[config.mk]
export PLATFORM = sky130hd
export DESIGN_NAME = instruction_decoder
export DESIGN_NICKNAME = d
export VERILOG_FILES = /design/src/design/pdp_pkg.sv /design/src/design/instruction_decoder.sv
export SDC_FILE = /design/constraint.sdc
export NUM_CORES = 1
export LEC_CHECK = 0
export ABC_AREA = 1
export BUFFER_PORTS_ARGS = -buffer_cell sky130_fd_sc_hd__buf_4
export CORE_MARGIN = 4
export CORE_UTILIZATION = 45
export CTS_CLUSTER_DIAMETER = 150
export DETAILED_ROUTE_END_ITERATION = 8
export PLACE_DENSITY = 0.74
export SLEW_MARGIN = 10
export SYNTH_ARGS = -nofsm -noshare
export SYNTH_HDL_FRONTEND = slang
export SYNTH_SLANG_ARGS = --single-unit
[constraint.sdc]
create_clock -name clock -period 2.2 [get_ports clock]
set_input_delay 0.44 -clock clock [delete_from_list [all_inputs] [get_ports clock]]
set_output_delay 0.44 -clock clock [all_outputs]
set_load 0.1 [all_outputs]
[src/design/pdp_pkg.sv]
package pdp_pkg;

	localparam int word_width = 16;
	localparam int addr_width = 10;
	localparam int store_bytes = 1024;
	localparam int reg_count = 8;
	localparam int reg_index_width = 3;

	typedef logic [word_width-1:0] word_t;
	typedef logic [addr_width-1:0] store_addr_t;
	typedef logic [reg_index_width-1:0] reg_index_t;

	typedef struct packed
	{
		logic n;
		logic z;
		logic v;
		logic c;
	} flags_t;

	// r0..r5 start with fixed octal values, r6 and r7 with zero
	localparam word_t reg_reset_values [reg_count] = '{
		16'o000014, 16'o000002, 16'o000004, 16'o000012,
		16'o000010, 16'o000020, 16'o000000, 16'o000000
	};

	typedef enum logic [2:0]
	{
		st_idle,
		st_fetch,
		st_decode,
		st_execute,
		st_writeback,
		st_check,
		st_done
	} run_state_t;

	typedef enum logic [5:0]
	{
		op_nop,
		op_clr, op_com, op_inc, op_dec, op_neg, op_adc, op_sbc,
		op_tst, op_ror, op_rol, op_asr, op_asl, op_swab,
		op_mov, op_cmp, op_bit, op_bic, op_bis, op_add, op_sub,
		op_xor
	} alu_op_t;

	// bits 14..11 of every single-operand instruction except swab
	localparam logic [3:0] single_op_prefix = 4'b0001;

	// single-operand codes in bits 10..6
	localparam logic [4:0] sop_clr = 5'd8;
	localparam logic [4:0] sop_com = 5'd9;
	localparam logic [4:0] sop_inc = 5'd10;
	localparam logic [4:0] sop_dec = 5'd11;
	localparam logic [4:0] sop_neg = 5'd12;
	localparam logic [4:0] sop_adc = 5'd13;
	localparam logic [4:0] sop_sbc = 5'd14;
	localparam logic [4:0] sop_tst = 5'd15;
	localparam logic [4:0] sop_ror = 5'd16;
	localparam logic [4:0] sop_rol = 5'd17;
	localparam logic [4:0] sop_asr = 5'd18;
	localparam logic [4:0] sop_asl = 5'd19;

	// swab is 0003dd, so bits 15..6 alone identify it
	localparam logic [9:0] swab_code = 10'o0003;

	// double-operand codes in bits 14..12
	localparam logic [2:0] dop_mov = 3'd1;
	localparam logic [2:0] dop_cmp = 3'd2;
	localparam logic [2:0] dop_bit = 3'd3;
	localparam logic [2:0] dop_bic = 3'd4;
	localparam logic [2:0] dop_bis = 3'd5;
	localparam logic [2:0] dop_add = 3'd6;

	localparam logic [3:0] sub_code = 4'o16;
	localparam logic [6:0] xor_code = 7'o074;

endpackage

[src/design/instruction_decoder.sv]
module instruction_decoder (
	input logic clock,
	input logic reset,
	input logic latch_en,
	input pdp_pkg::word_t instr_word,
	output pdp_pkg::alu_op_t alu_op,
	output logic byte_op,
	output pdp_pkg::reg_index_t src_reg,
	output pdp_pkg::reg_index_t dst_reg,
	output logic write_dst
);

	pdp_pkg::word_t ir;
	logic dst_reg_mode, src_reg_mode;

	always_ff @(posedge clock, posedge reset)
	begin
		if (reset)
		begin
			ir <= '0;
		end
		else if (latch_en)
		begin
			ir <= instr_word;
		end
	end

	assign dst_reg_mode = (ir[5:3] == 3'd0);
	assign src_reg_mode = (ir[11:9] == 3'd0);
	assign src_reg = ir[8:6];
	assign dst_reg = ir[2:0];

	always_comb
	begin
		alu_op = pdp_pkg::op_nop;
		byte_op = 1'b0;
		if (ir[14:11] == pdp_pkg::single_op_prefix && dst_reg_mode)
		begin
			byte_op = ir[15];
			case (ir[10:6])
				pdp_pkg::sop_clr: alu_op = pdp_pkg::op_clr;
				pdp_pkg::sop_com: alu_op = pdp_pkg::op_com;
				pdp_pkg::sop_inc: alu_op = pdp_pkg::op_inc;
				pdp_pkg::sop_dec: alu_op = pdp_pkg::op_dec;
				pdp_pkg::sop_neg: alu_op = pdp_pkg::op_neg;
				pdp_pkg::sop_adc: alu_op = pdp_pkg::op_adc;
				pdp_pkg::sop_sbc: alu_op = pdp_pkg::op_sbc;
				pdp_pkg::sop_tst: alu_op = pdp_pkg::op_tst;
				pdp_pkg::sop_ror: alu_op = pdp_pkg::op_ror;
				pdp_pkg::sop_rol: alu_op = pdp_pkg::op_rol;
				pdp_pkg::sop_asr: alu_op = pdp_pkg::op_asr;
				pdp_pkg::sop_asl: alu_op = pdp_pkg::op_asl;
				default: alu_op = pdp_pkg::op_nop;
			endcase
		end
		else if (ir[15:6] == pdp_pkg::swab_code && dst_reg_mode)
		begin
			alu_op = pdp_pkg::op_swab;
		end
		else if (ir[15:9] == pdp_pkg::xor_code && dst_reg_mode)
		begin
			alu_op = pdp_pkg::op_xor;
		end
		else if (ir[15:12] == pdp_pkg::sub_code && src_reg_mode && dst_reg_mode)
		begin
			alu_op = pdp_pkg::op_sub;
		end
		else if (src_reg_mode && dst_reg_mode)
		begin
			byte_op = ir[15];
			case (ir[14:12])
				pdp_pkg::dop_mov: alu_op = pdp_pkg::op_mov;
				pdp_pkg::dop_cmp: alu_op = pdp_pkg::op_cmp;
				pdp_pkg::dop_bit: alu_op = pdp_pkg::op_bit;
				pdp_pkg::dop_bic: alu_op = pdp_pkg::op_bic;
				pdp_pkg::dop_bis: alu_op = pdp_pkg::op_bis;
				// bit 15 is clear here since sub is decoded above
				pdp_pkg::dop_add: alu_op = pdp_pkg::op_add;
				default: alu_op = pdp_pkg::op_nop;
			endcase
		end
		if (alu_op == pdp_pkg::op_nop)
		begin
			byte_op = 1'b0;
		end
	end

	assign write_dst = !(alu_op inside {pdp_pkg::op_tst, pdp_pkg::op_cmp,
		pdp_pkg::op_bit, pdp_pkg::op_nop});

endmodule

After elaboration in Yosys (flattened, before gate mapping)

Memory sizes are Yosys's and may differ from the RTL's.
Index checks and enable logic that the tools add are counted.

Memories: 1
Output and inout port bits: 14
Flip-flop bits (word level): 16
Bits in read-only memories: 128
Logic and storage cells: 38

Muxes and demuxes: 12
Equality and inequality tests: 13
Reduce and logical (&&, ||, !) cells: 11

Memories:

| name             | depth | bits a word | read ports | clocked after Yosys merged registers in | wr ports | line                      | RTL |
|---|---|---|---|---|---|---|---|
| (name not given) | 32    | 4           | 1          | 0                                       | 0        | instruction_decoder.sv:40 | `case (ir[10:6])` |

Operator list:

| kind                                           | count |
|---|---|
| one-hot mux 5 bit (6 select lines)             | 1 |
| 2-to-1 mux 5 bit                               | 4 |
| == test 6 x 4 -> 1 bit, second input constant  | 2 |
| == test 10 x 2 -> 1 bit, second input constant | 1 |
| == test 3 bit, second input constant           | 3 |
| == test 7 x 6 -> 1 bit, second input constant  | 1 |
| == test 3 x 2 -> 1 bit, second input constant  | 2 |
| == test 6 x 5 -> 1 bit, second input constant  | 1 |
| logical AND 1 bit                              | 6 |
| zero test 3 bit                                | 2 |
| zero test 6 bit                                | 1 |
| 2-to-1 mux 1 bit                               | 6 |
| 2-to-1 mux 6 bit                               | 1 |
| == test 4 x 1 -> 1 bit, second input constant  | 1 |
| == test 4 bit, second input constant           | 1 |
| nonzero test 4 bit                             | 1 |
| == test 3 x 1 -> 1 bit, second input constant  | 1 |
| zero test 1 bit                                | 1 |

Depth between registers and ports, before layout

Gate-level depths: netlist of the first run.

Depth after elaboration: 10
Mapped depth: 11
Gate-level depth less buffers: 11

Worst setup path after synthesis of the first run

OpenSTA, ideal clock, no wires.

Kind: flip-flop to output port
From: register ir[5]
To: output port write_dst
Slack: -1491 ps
Stages on the path, launching flop included: 9
Arrival: 3251 ps
Required time: 1760 ps
Cells stage by stage: dfrtp_1 -> nor2_1 -> nand2_2 -> nor2_8 -> nand2_2 -> o21ai_2 -> nor2_1 -> and2_0 -> nor2_1

Cells in the longest elaborated chain, start to end: 10

Ends and longest elaborated chain:

| element                                              | line                      | RTL |
|---|---|---|
| start: declaration                                   | instruction_decoder.sv:13 | `pdp_pkg::word_t ir;` |
| start signal: assignment                             | instruction_decoder.sv:24 | `ir <= instr_word;` |
| zero test 3 bit (*)                                  | instruction_decoder.sv:28 | `assign dst_reg_mode = (ir[5:3] == 3'd0);` |
| logical AND 1 bit                                    | instruction_decoder.sv:68 | `else if (src_reg_mode && dst_reg_mode)` |
| 2-to-1 mux 5 bit                                     | instruction_decoder.sv:68 |  |
| 2-to-1 mux 5 bit                                     | instruction_decoder.sv:64 | `else if (ir[15:12] == pdp_pkg::sub_code && src_reg_mode && dst_reg_mode)` |
| 2-to-1 mux 5 bit                                     | instruction_decoder.sv:60 | `else if (ir[15:9] == pdp_pkg::xor_code && dst_reg_mode)` |
| 2-to-1 mux 5 bit                                     | instruction_decoder.sv:56 | `else if (ir[15:6] == pdp_pkg::swab_code && dst_reg_mode)` |
| 2-to-1 mux 6 bit (*)                                 | instruction_decoder.sv:37 | `if (ir[14:11] == pdp_pkg::single_op_prefix && dst_reg_mode)` |
| net alu_op[1]                                        | instruction_decoder.sv:6  | `output pdp_pkg::alu_op_t alu_op,` |
| == test 6 x 4 -> 1 bit, or another cell as far along | instruction_decoder.sv:88 | `assign write_dst = !(alu_op inside {pdp_pkg::op_tst, pdp_pkg::op_cmp,` |
| nonzero test 4 bit (*)                               | instruction_decoder.sv:88 |  |
| zero test 1 bit (*)                                  | instruction_decoder.sv:88 |  |
| end: declaration                                     | instruction_decoder.sv:10 | `output logic write_dst` |

Mark *: on every way through the listed nets, which the timed path passes. The rest lies on a longest branch.

Final worst setup path of the first run

From: register ir[4]
To: output port write_dst

Cells in the longest elaborated chain, start to end: 10

Ends and longest elaborated chain:

| element                                              | line |
|---|---|
| zero test 3 bit (*)                                  | instruction_decoder.sv:28 |
| logical AND 1 bit                                    | instruction_decoder.sv:68 |
| 2-to-1 mux 5 bit                                     | instruction_decoder.sv:68 |
| 2-to-1 mux 5 bit                                     | instruction_decoder.sv:64 |
| 2-to-1 mux 5 bit                                     | instruction_decoder.sv:60 |
| 2-to-1 mux 5 bit                                     | instruction_decoder.sv:56 |
| 2-to-1 mux 6 bit (*)                                 | instruction_decoder.sv:37 |
| == test 6 x 4 -> 1 bit, or another cell as far along | instruction_decoder.sv:88 |
| nonzero test 4 bit (*)                               | instruction_decoder.sv:88 |
| zero test 1 bit (*)                                  | instruction_decoder.sv:88 |

Mark *: on every way between the ends. The rest lies on a longest branch, timed or not.

==> flow_metrics.env, run 1 <==
export IMPL_status="finished with violations"
export IMPL_violations="negative setup slack"
export IMPL_diodes=0
export IMPL_htree_levels=1
export IMPL_r2r_cells=2
export IMPL_syn_area_um2=1090
export IMPL_drive_gt1_frac=0.460
export IMPL_area_delta_synth_final_pct=39.8
export IMPL_finalClockSkew_ps=0
export IMPL_root_buffer="clkbuf_4"
export IMPL_critPathLaunchType="flip-flop"
export IMPL_endpoint_kind="primary output"
export IMPL_numCtsBuffers=3
export IMPL_final_fill_count=207
export IMPL_r2r_end="ir[7]"
export IMPL_drv_cap=0
export IMPL_largest_register="ir"
export IMPL_largest_register_ffs=16
export IMPL_wl_um=2530
export IMPL_dp_hpwl_um=1960
export IMPL_slew_limit_headroom=0.592
export IMPL_core_um2=2250
export IMPL_reg_top3="ir x16"
export IMPL_rows=17
export IMPL_ys_types=26
export IMPL_rrSetupSlack_ps=1280
export IMPL_finalHoldViolCount=0
export IMPL_first_global_vias=975
export IMPL_total_power_uw=852
export IMPL_antenna_found_initial=0
export IMPL_gp_congestion=0.931
export IMPL_hp_class="in2async"
export IMPL_crit_fanout=5
export IMPL_placedCellCount=195
export IMPL_grt_pass1_wl_um=4080
export IMPL_finalMaxSlewViolations=0
export IMPL_die_area_um2=3270
export IMPL_ant_nets=0
export IMPL_cp_required_ps=1760
export IMPL_arrival_ps=1940
export IMPL_wl_per_cell_um=12.4
export IMPL_hold_ws_ps=217
export IMPL_dr_pass1_iters=4
export IMPL_leakagePower_nw=0.753
export IMPL_synthTopCellsByArea="dfrtp_1, nand2_1, mux2_2, o21ai_0, nand3_1"
export IMPL_remaining_drc_errors=0
export IMPL_ys_seq_area_frac=0.367
export IMPL_power_density_nw_per_um2=559
export IMPL_yosys_area_top_type="dfrtp_1"
export IMPL_pre_cts_ws_ps=8.02
export IMPL_min_period_ps=2380
export IMPL_cts_sinks=16
export IMPL_vdd_ir_drop_max_mv=0.522
export IMPL_fin_crit_sh=1.08
export IMPL_nNetsFinal=198
export IMPL_grt_ovfl_total=0
export IMPL_start_util=0.483
export IMPL_die_h_um=57.2
export IMPL_die_x_um=57.2
export IMPL_ys_warn_count=0
export IMPL_clock_latency_ps=270
export IMPL_grt_usage=0.158
export IMPL_setup_viol=3
export IMPL_grt_max_degree=27
export IMPL_tightestPinTransition_ps=612
export IMPL_fin_ws_ps=-175
export IMPL_synthesis_nets=165
export IMPL_crit_type="reg2out"
export IMPL_portBuffers=31
export IMPL_max_freq_ghz=0.421
export IMPL_io_pins=33
export IMPL_synth_top_area_frac=0.367
export IMPL_critPathLaunch="ir[4]"
export IMPL_reg2reg_from="ir[7]"
export IMPL_via_per_inst=5.05
export IMPL_drt_iter0_markers=26
export IMPL_vias=1030
export IMPL_clock_path_buffers=2
export IMPL_syn_inst=144
export IMPL_clkTransAtPathRegs_ps=100
export IMPL_ys_ff_latch=16
export IMPL_cts_tree="yes"
export IMPL_endpoint="write_dst"
export IMPL_rsz0062_at_grt="yes"
export IMPL_avgSynthCellArea_um2=7.57
export IMPL_fin_cells=204
[routing by layer]
metal / global-route usage / part of all wire
met5: 0 / 0
met1: 0.196 / 0.41
met4: 0.0596 / 0.0043
met2: 0.281 / 0.53
met3: 0.0181 / 0.053
[how the worst min path moves through the flow]
| stage | end | slack [ps] | cells after the start |
|---|---|---|---|
| after floorplan | ir[0] | 350 | 1 |
| after global placement | ir[2] | 490 | 1 |
| after detailed placement | ir[0] | 500 | 1 |
| after CTS | ir[3] | 240 | 2 |
| after global routing | ir[3] | 250 | 2 |
| final | ir[3] | 220 | 2 |
[report_power, final]
part | internal [mW] | switching (mW) | leakage [nW]
Sequential | 0.322 | 0.0269 | 0.190
Clock | 0.0703 | 0.0889 | 0.0150
Combinational | 0.112 | 0.232 | 0.548
Total | 0.504 | 0.347 | 0.753
[cells in the mapped netlist]
library cell,number
and2_0,1
nor2_8,1
nor2_1,14
nor2_4,2
o221ai_1,1
inv_1,14
nand4_1,1
xor2_1,1
a21oi_1,4
dfrtp_1,16
nand4_2,1
mux2_2,6
nand3_1,11
o21ai_2,1
o21ai_0,12
nand2_4,1
o21ai_1,1
ha_1,2
buf_4,7
conb_1,1
o41ai_1,1
inv_2,4
nor2_2,3
nand2_2,2
clkbuf_1,3
nand2_1,33
[layout by cell type, fill, tap and decap left out, drive strengths merged]
master	count
nor2	20
clkinvlp	1
o21ai	14
o41ai	1
ha	2
buf	38
nand3	11
nand2	36
nand4	2
dfrtp	16
a21oi	4
mux2	6
inv	17
and2	1
xor2	1
conb	1
clkbuf	4
o221ai	1
[per-stage QoR]
stage	setup TNS [ps]	instance area (µm²)	util
2_1_floorplan	-742	1130	-
3_3_place_gp	0	1350	0.597
3_5_place_dp	0	1350	0.597
4_1_cts	-412	1460	0.647
5_1_grt	-878	1520	0.676
6_report	-348	1520	0.676
[critical path, cell delays in order, from the launching register on]
cell and delay [ps]:
dfrtp_1 420, nor2_4 150, nand2_4 110, nor2_4 170, nand4_1 190, o21ai_4 140
nor2_4 50, and2_4 140, nor2_4 90, buf_12 180
[logic make-up after synthesis]
group / Yosys count / synth area share
multiplexers: 6 / 0.0620
adder cells (fa/ha/maj): 2 / 0.0230
other: 1 / 0.00344
XOR/XNOR: 1 / 0.00804
AO/OA/AOI/OAI: 20 / 0.102
flip-flops: 16 / 0.367
AND/OR/NAND/NOR: 70 / 0.313
buffers and inverters: 28 / 0.121
[repair_timing]
action                                  in CTS  in global routing
resized for setup                           17                 15
setup buffers                                3                  2
endpoints found under the setup margin       5                  7
hold buffers                                 0                  0
pin swaps                                    7                  8
[final cells by class]
| type | instances | area [µm²] | area share |
|---|---|---|---|
| timing repair buffer | 38 | 343 | 0.225 |
| multi-input combinational | 100 | 647 | 0.424 |
| tap | 28 | 35.0 | 0.0230 |
| clock buffer | 4 | 26.3 | 0.0172 |
| inverter | 18 | 71.3 | 0.0468 |
| sequential | 16 | 402 | 0.264 |
Power figures use the tool's default switching activity.
==> run 2, diff against run 1 <==
--- a/config.mk
+++ b/config.mk
@@ -5,7 +5,6 @@
 export SDC_FILE = /design/constraint.sdc
 export NUM_CORES = 1
 export LEC_CHECK = 0
-export ABC_AREA = 1
 export BUFFER_PORTS_ARGS = -buffer_cell sky130_fd_sc_hd__buf_4
 export CORE_MARGIN = 4
 export CORE_UTILIZATION = 45
==> run 2 against run 1 <==
The run still ends with negative setup slack left. Final area rose by 28%. Via count rose by 3.4%. Register-to-register slack got worse by 260 ps. Maximum frequency fell by 7.9%. Highest routed layer unchanged. Non-clock buffer count rose by 38.
==> flow_metrics.env, run 2 <==
export IMPL_core_um2=2480
export IMPL_cts_tree="yes"
export IMPL_grt_ovfl_total=0
export IMPL_critPathLaunch="ir[15]"
export IMPL_yosys_area_top_type="dfrtp_1"
export IMPL_root_buffer="clkbuf_4"
export IMPL_ant_nets=0
export IMPL_nNetsFinal=197
export IMPL_vdd_ir_drop_max_mv=0.528
export IMPL_gp_congestion=0.846
export IMPL_critical_path_max_stage_delay_ps=460
export IMPL_crit_family="compound AO/OA/AOI/OAI gates"
export IMPL_cts_sinks=16
export IMPL_drt_iter0_markers=16
export IMPL_fin_cells=204
export IMPL_avgSynthCellArea_um2=10.8
export IMPL_setup_viol=6
export IMPL_reg2reg_from="ir[8]"
export IMPL_synth_fa_ha_area_frac=0.0214
export IMPL_dr_pass1_iters=4
export IMPL_drv_cap=0
export IMPL_numCtsBuffers=3
export IMPL_drive_gt1_frac=0.759
export IMPL_synth_top_family_by_area="simple AND/OR/NAND/NOR gates"
export IMPL_synthFlopType="dfrtp_1"
export IMPL_start_util=0.472
export IMPL_portBuffers=31
export IMPL_crit_type="reg2out"
export IMPL_total_power_uw=972
export IMPL_finalHoldViolCount=0
export IMPL_synth_xor_area_frac=0.0150
export IMPL_fin_crit_sh=1.17
export IMPL_die_area_um2=3480
export IMPL_clock_path_buffers=2
export IMPL_final_fill_count=151
export IMPL_cp_num_buf_inv=1
export IMPL_crit_fanout=6
export IMPL_power_density_nw_per_um2=499
export IMPL_grt_usage=0.189
export IMPL_remaining_drc_errors=0
export IMPL_finish_utilization=0.787
export IMPL_reg_top3="ir x16"
export IMPL_grt_pass1_wl_um=5020
export IMPL_hp_class="in2async"
export IMPL_tightestPinTransition_ps=594
export IMPL_syn_inst=108
export IMPL_finalClockSkew_ps=0
export IMPL_first_global_vias=1129
export IMPL_htree_levels=1
export IMPL_violations="negative setup slack"
export IMPL_status="finished with violations"
export IMPL_max_freq_ghz=0.388
export IMPL_largest_register_ffs=16
export IMPL_die_h_um=59.0
export IMPL_synthesis_nets=129
export IMPL_endpoint_kind="primary output"
export IMPL_min_period_ps=2580
export IMPL_io_pins=33
export IMPL_via_per_inst=5.22
export IMPL_final_cell_mix="buf_4, mux2_2, dfrtp_1"
export IMPL_antenna_found_initial=0
export IMPL_rsz0062_at_grt="yes"
export IMPL_synth_top_area_frac=0.342
export IMPL_cp_slowest_cell="dfrtp_2"
export IMPL_yosys_area_share_simple=0.185
export IMPL_async_reset_ff_frac=1.00
export IMPL_hold_ws_ps=222
export IMPL_wl_per_cell_um=14.9
export IMPL_clock_latency_ps=280
export IMPL_clkTransAtPathRegs_ps=80
export IMPL_critPathLaunchType="flip-flop"
export IMPL_pre_cts_ws_ps=-168
export IMPL_wl_um=3050
export IMPL_slew_limit_headroom=0.604
export IMPL_final_common_cell="buf_4"
export IMPL_leakagePower_nw=0.839
export IMPL_ys_types=46
export IMPL_diodes=0
export IMPL_syn_area_um2=1170
export IMPL_ctsHoldBuffers=0
export IMPL_ys_ff_latch=16
export IMPL_crit_path_cell_trace="and4b_1 -> a22o_2 -> a21oi_4 -> a221oi_4 -> nor3_2 -> a41oi_4 -> buf_12"
export IMPL_ys_warn_count=0
export IMPL_die_x_um=59.0
export IMPL_arrival_ps=2140
export IMPL_ys_seq_area_frac=0.342
export IMPL_largest_register="ir"
export IMPL_dp_hpwl_um=2150
export IMPL_cp_required_ps=1760
export IMPL_synthTopCellsByArea="dfrtp_1, mux2_2, buf_4, nor2_1, buf_6"
export IMPL_grt_max_degree=17
export IMPL_vias=1065
export IMPL_area_delta_synth_final_pct=66.6
export IMPL_rows=18
export IMPL_muxShareOfSynthArea=0.163
export IMPL_synth_compound_area_frac=0.178
export IMPL_synth_edf_count=0
export IMPL_finalMaxSlewViolations=0
export IMPL_fin_ws_ps=-380
export IMPL_synth_top_cells_by_count="dfrtp_1, mux2_2, nor2_1, buf_4, nand2_1"
export IMPL_placedCellCount=187
## run 2: per-stage QoR
stage | cell area, µm² | TNS, ps
after global routing | 1950 | -2110
after floorplan | 1240 | -2530
after detailed placement | 1650 | -330
after global placement | 1650 | -236
final | 1950 | -1540
after CTS | 1860 | -1330
## run 2: report_power, final
group / switching [mW] / leakage [nW] / internal, mW
clock: 0.0834 / 0.0138 / 0.0635
sequential: 0.0400 / 0.181 / 0.326
combinational: 0.247 / 0.644 / 0.213
## run 2: cell type report
| cell class | instances | area, µm² | area share |
|---|---|---|---|
| timing repair buffer | 76 | 677 | 0.347 |
| inverter | 2 | 7.51 | 0.00385 |
| tap | 30 | 37.5 | 0.0193 |
| multi-input combinational | 77 | 797 | 0.409 |
| clock buffer | 3 | 22.5 | 0.0116 |
| sequential | 16 | 408 | 0.209 |
## run 2: worst paths after layout
check	end	cells past startpoint	slack (ps)
max in group asynchronous	ir[9]	2	1560
min reg2reg	ir[0]	1	520
min	ir[8]	2	220
min in group clock	ir[2]	2	390
max	write_dst	7	-380
max reg2reg	ir[8]	4	1020
## run 2: cell families after synthesis
family                     Yosys count
buffers and inverters               15
muxes                               17
other                                1
xor gates and xnor gates             2
adders and majority gates            2
DFF                                 16
and+or+nand+nor                     34
AOI/OAI and AO/OA                   21
## run 2: timing repair
item                       in CTS  in global routing
setup endpoints to repair       7                  7
buffers inserted                9                  7
gates resized for setup        35                 12
pin swaps                       7                 14
## run 2: routing by layer
metal | share of wire | wire (µm) | vias to the layer above | track usage
met3 | 0.038 | 116 | 8 | 0.0218
met1 | 0.41 | 1240 | 511 | 0.223
met4 | 0.021 | 65 | 0 | 0.0874
met5 | 0 | 0 | - | 0
met2 | 0.53 | 1630 | 34 | 0.341
li1 | - | - | 512 | -
==> run 3, diff against run 2 <==
--- a/config.mk
+++ b/config.mk
@@ -6,11 +6,11 @@
 export NUM_CORES = 1
 export LEC_CHECK = 0
 export BUFFER_PORTS_ARGS = -buffer_cell sky130_fd_sc_hd__buf_4
-export CORE_MARGIN = 4
 export CORE_UTILIZATION = 45
 export CTS_CLUSTER_DIAMETER = 150
 export DETAILED_ROUTE_END_ITERATION = 8
 export PLACE_DENSITY = 0.74
+export RECOVER_POWER = 100
 export SLEW_MARGIN = 10
 export SYNTH_ARGS = -nofsm -noshare
 export SYNTH_HDL_FRONTEND = slang
==> run 3 against run 2 <==
First-iteration DRC count grew 13%. Highest routed layer unchanged. Power shrank 1.3%. Final area shrank 3.7%. The flow still finishes with violations (negative setup slack).
==> flow_metrics.env, run 3 (synthesis results as in run 2) <==
export IMPL_endpoint_kind="primary output"
export IMPL_violations="negative setup slack"
export IMPL_htree_levels=1
export IMPL_critPathLaunchType="flip-flop"
export IMPL_max_freq_ghz=0.380
export IMPL_arrival_ps=2190
export IMPL_vdd_ir_drop_max_mv=0.528
export IMPL_crit_family="compound AO/OA/AOI/OAI gates"
export IMPL_drv_cap=0
export IMPL_sw_frac_of_total=0.389
export IMPL_finalClockSkew_ps=0
export IMPL_tightestPinTransition_ps=819
export IMPL_cts_tree="yes"
export IMPL_rsz0062_at_grt="yes"
export IMPL_die_area_um2=2810
export IMPL_cp_num_buf_inv=2
export IMPL_power_switching_uw=373
export IMPL_antenna_found_initial=0
export IMPL_dp_hpwl_um=2100
export IMPL_crit_path_cell_trace="ha_4 -> nor3b_4 -> a22o_2 -> a21oi_4 -> a221oi_4 -> buf_6 -> a41oi_4 -> buf_12"
export IMPL_vias=1023
export IMPL_wl_um=2980
export IMPL_grt_ovfl_total=0
export IMPL_reg_top3="ir x16"
export IMPL_critical_path_max_stage_delay_ps=420
export IMPL_pwr_share_comb=0.455
export IMPL_fin_ws_ps=-429
export IMPL_wl_per_cell_um=15.2
export IMPL_finalMaxSlewViolations=0
export IMPL_p_clk_frac=0.158
export IMPL_status="finished with violations"
export IMPL_drive_gt1_frac=0.741
export IMPL_dr_pass1_iters=4
export IMPL_portBuffers=31
export IMPL_hp_class="in2async"
export IMPL_postPlaceCellArea_um2=1650
export IMPL_design_area_um2=1880
export IMPL_rows=18
export IMPL_r2r_cells=3
export IMPL_core_um2=2480
export IMPL_largest_register_ffs=16
export IMPL_cp_slowest_cell="dfrtp_1"
export IMPL_leakagePower_nw=0.788
export IMPL_clock_latency_ps=290
export IMPL_power_internal_uw=586
export IMPL_final_common_cell="buf_4"
export IMPL_final_cell_mix="buf_4, mux2_2, dfrtp_1"
export IMPL_slew_limit_headroom=0.454
export IMPL_clock_path_buffers=2
export IMPL_crit_fanout=4
export IMPL_cp_required_ps=1760
export IMPL_numCtsBuffers=3
export IMPL_area_delta_synth_final_pct=60.5
export IMPL_start_util=0.472
export IMPL_clkTransAtPathRegs_ps=90
export IMPL_ant_nets=0
export IMPL_finish_utilization=0.758
export IMPL_grt_usage=0.220
export IMPL_grt_pass1_wl_um=4330
export IMPL_min_period_ps=2630
export IMPL_gp_congestion=0.802
export IMPL_die_h_um=53.0
export IMPL_fin_crit_sh=1.20
export IMPL_pwr_share_seq=0.387
export IMPL_drt_iter0_markers=18
export IMPL_via_per_inst=5.22
export IMPL_setup_viol=6
export IMPL_largest_register="ir"
export IMPL_remaining_drc_errors=0
export IMPL_power_density_nw_per_um2=511
export IMPL_io_pins=33
export IMPL_nNetsFinal=189
export IMPL_diodes=0
export IMPL_first_global_vias=996
export IMPL_crit_type="reg2out"
export IMPL_crit_cells=8
export IMPL_finalHoldViolCount=0
export IMPL_grt_max_degree=17
export IMPL_root_buffer="clkbuf_4"
export IMPL_die_x_um=53.0
export IMPL_total_power_uw=960
export IMPL_cts_sinks=16
-- run 3: cell count changes in the layout (fill, tap and decap cells not counted), sizes merged --
cell,previous run,this run
buf,76,61
clkbuf,3,10
-- run 3: final timing paths --
path	slack, ps	to	from
worst max-delay path	-430	write_dst	ir[6]
worst min-delay path	220	ir[0]	reset
worst max register to register	1070	ir[8]	ir[8]
worst min register to register	510	ir[1]	ir[1]
max in group asynchronous	1550	ir[9]	reset
min in group clock	380	ir[1]	instr_word[1]
-- run 3: routing by layer --
metal | vias up | GRT usage | share of wire
met4 | 0 | 0.132 | 0.040
li1 | 501 | - | -
met2 | 39 | 0.407 | 0.52
met1 | 471 | 0.239 | 0.41
met5 | - | 0 | 0
met3 | 12 | 0.0201 | 0.036
-- run 3: power groups by stage --
stage	sequential, mW	clock (mW)	combinational, mW
2_1_floorplan	0.354	0	0.297
3_3_place_gp	0.367	0	0.393
6_report	0.371	0.152	0.437
5_1_grt	0.376	0.162	0.461
4_1_cts	0.367	0.160	0.418
3_5_place_dp	0.370	0	0.400
-- run 3: area by class of cell --
cell class	count	area, µm²
clock buffer	3	22.5
fill	165	599
inverter	2	7.51
multi-input combinational	77	801
sequential	16	409
tap	30	37.5
timing repair buffer	68	601
-- run 3: stage by stage --
step	instances	worst slack [ps]	hold WS (ps)	setup TNS, ps
after global routing	196	-502	265	-1910
after CTS	191	-432	239	-1560
final	196	-429	219	-1490
after floorplan	108	-1080	354	-2530
after global placement	186	-143	492	-291
after detailed placement	186	-230	499	-486
-- run 3: timing repair --
action	4_1_cts	5_1_grt
setup buffers	2	5
resized for setup	26	17
pin swaps	6	9
hold buffers	0	0
setup endpoints to repair	7	7
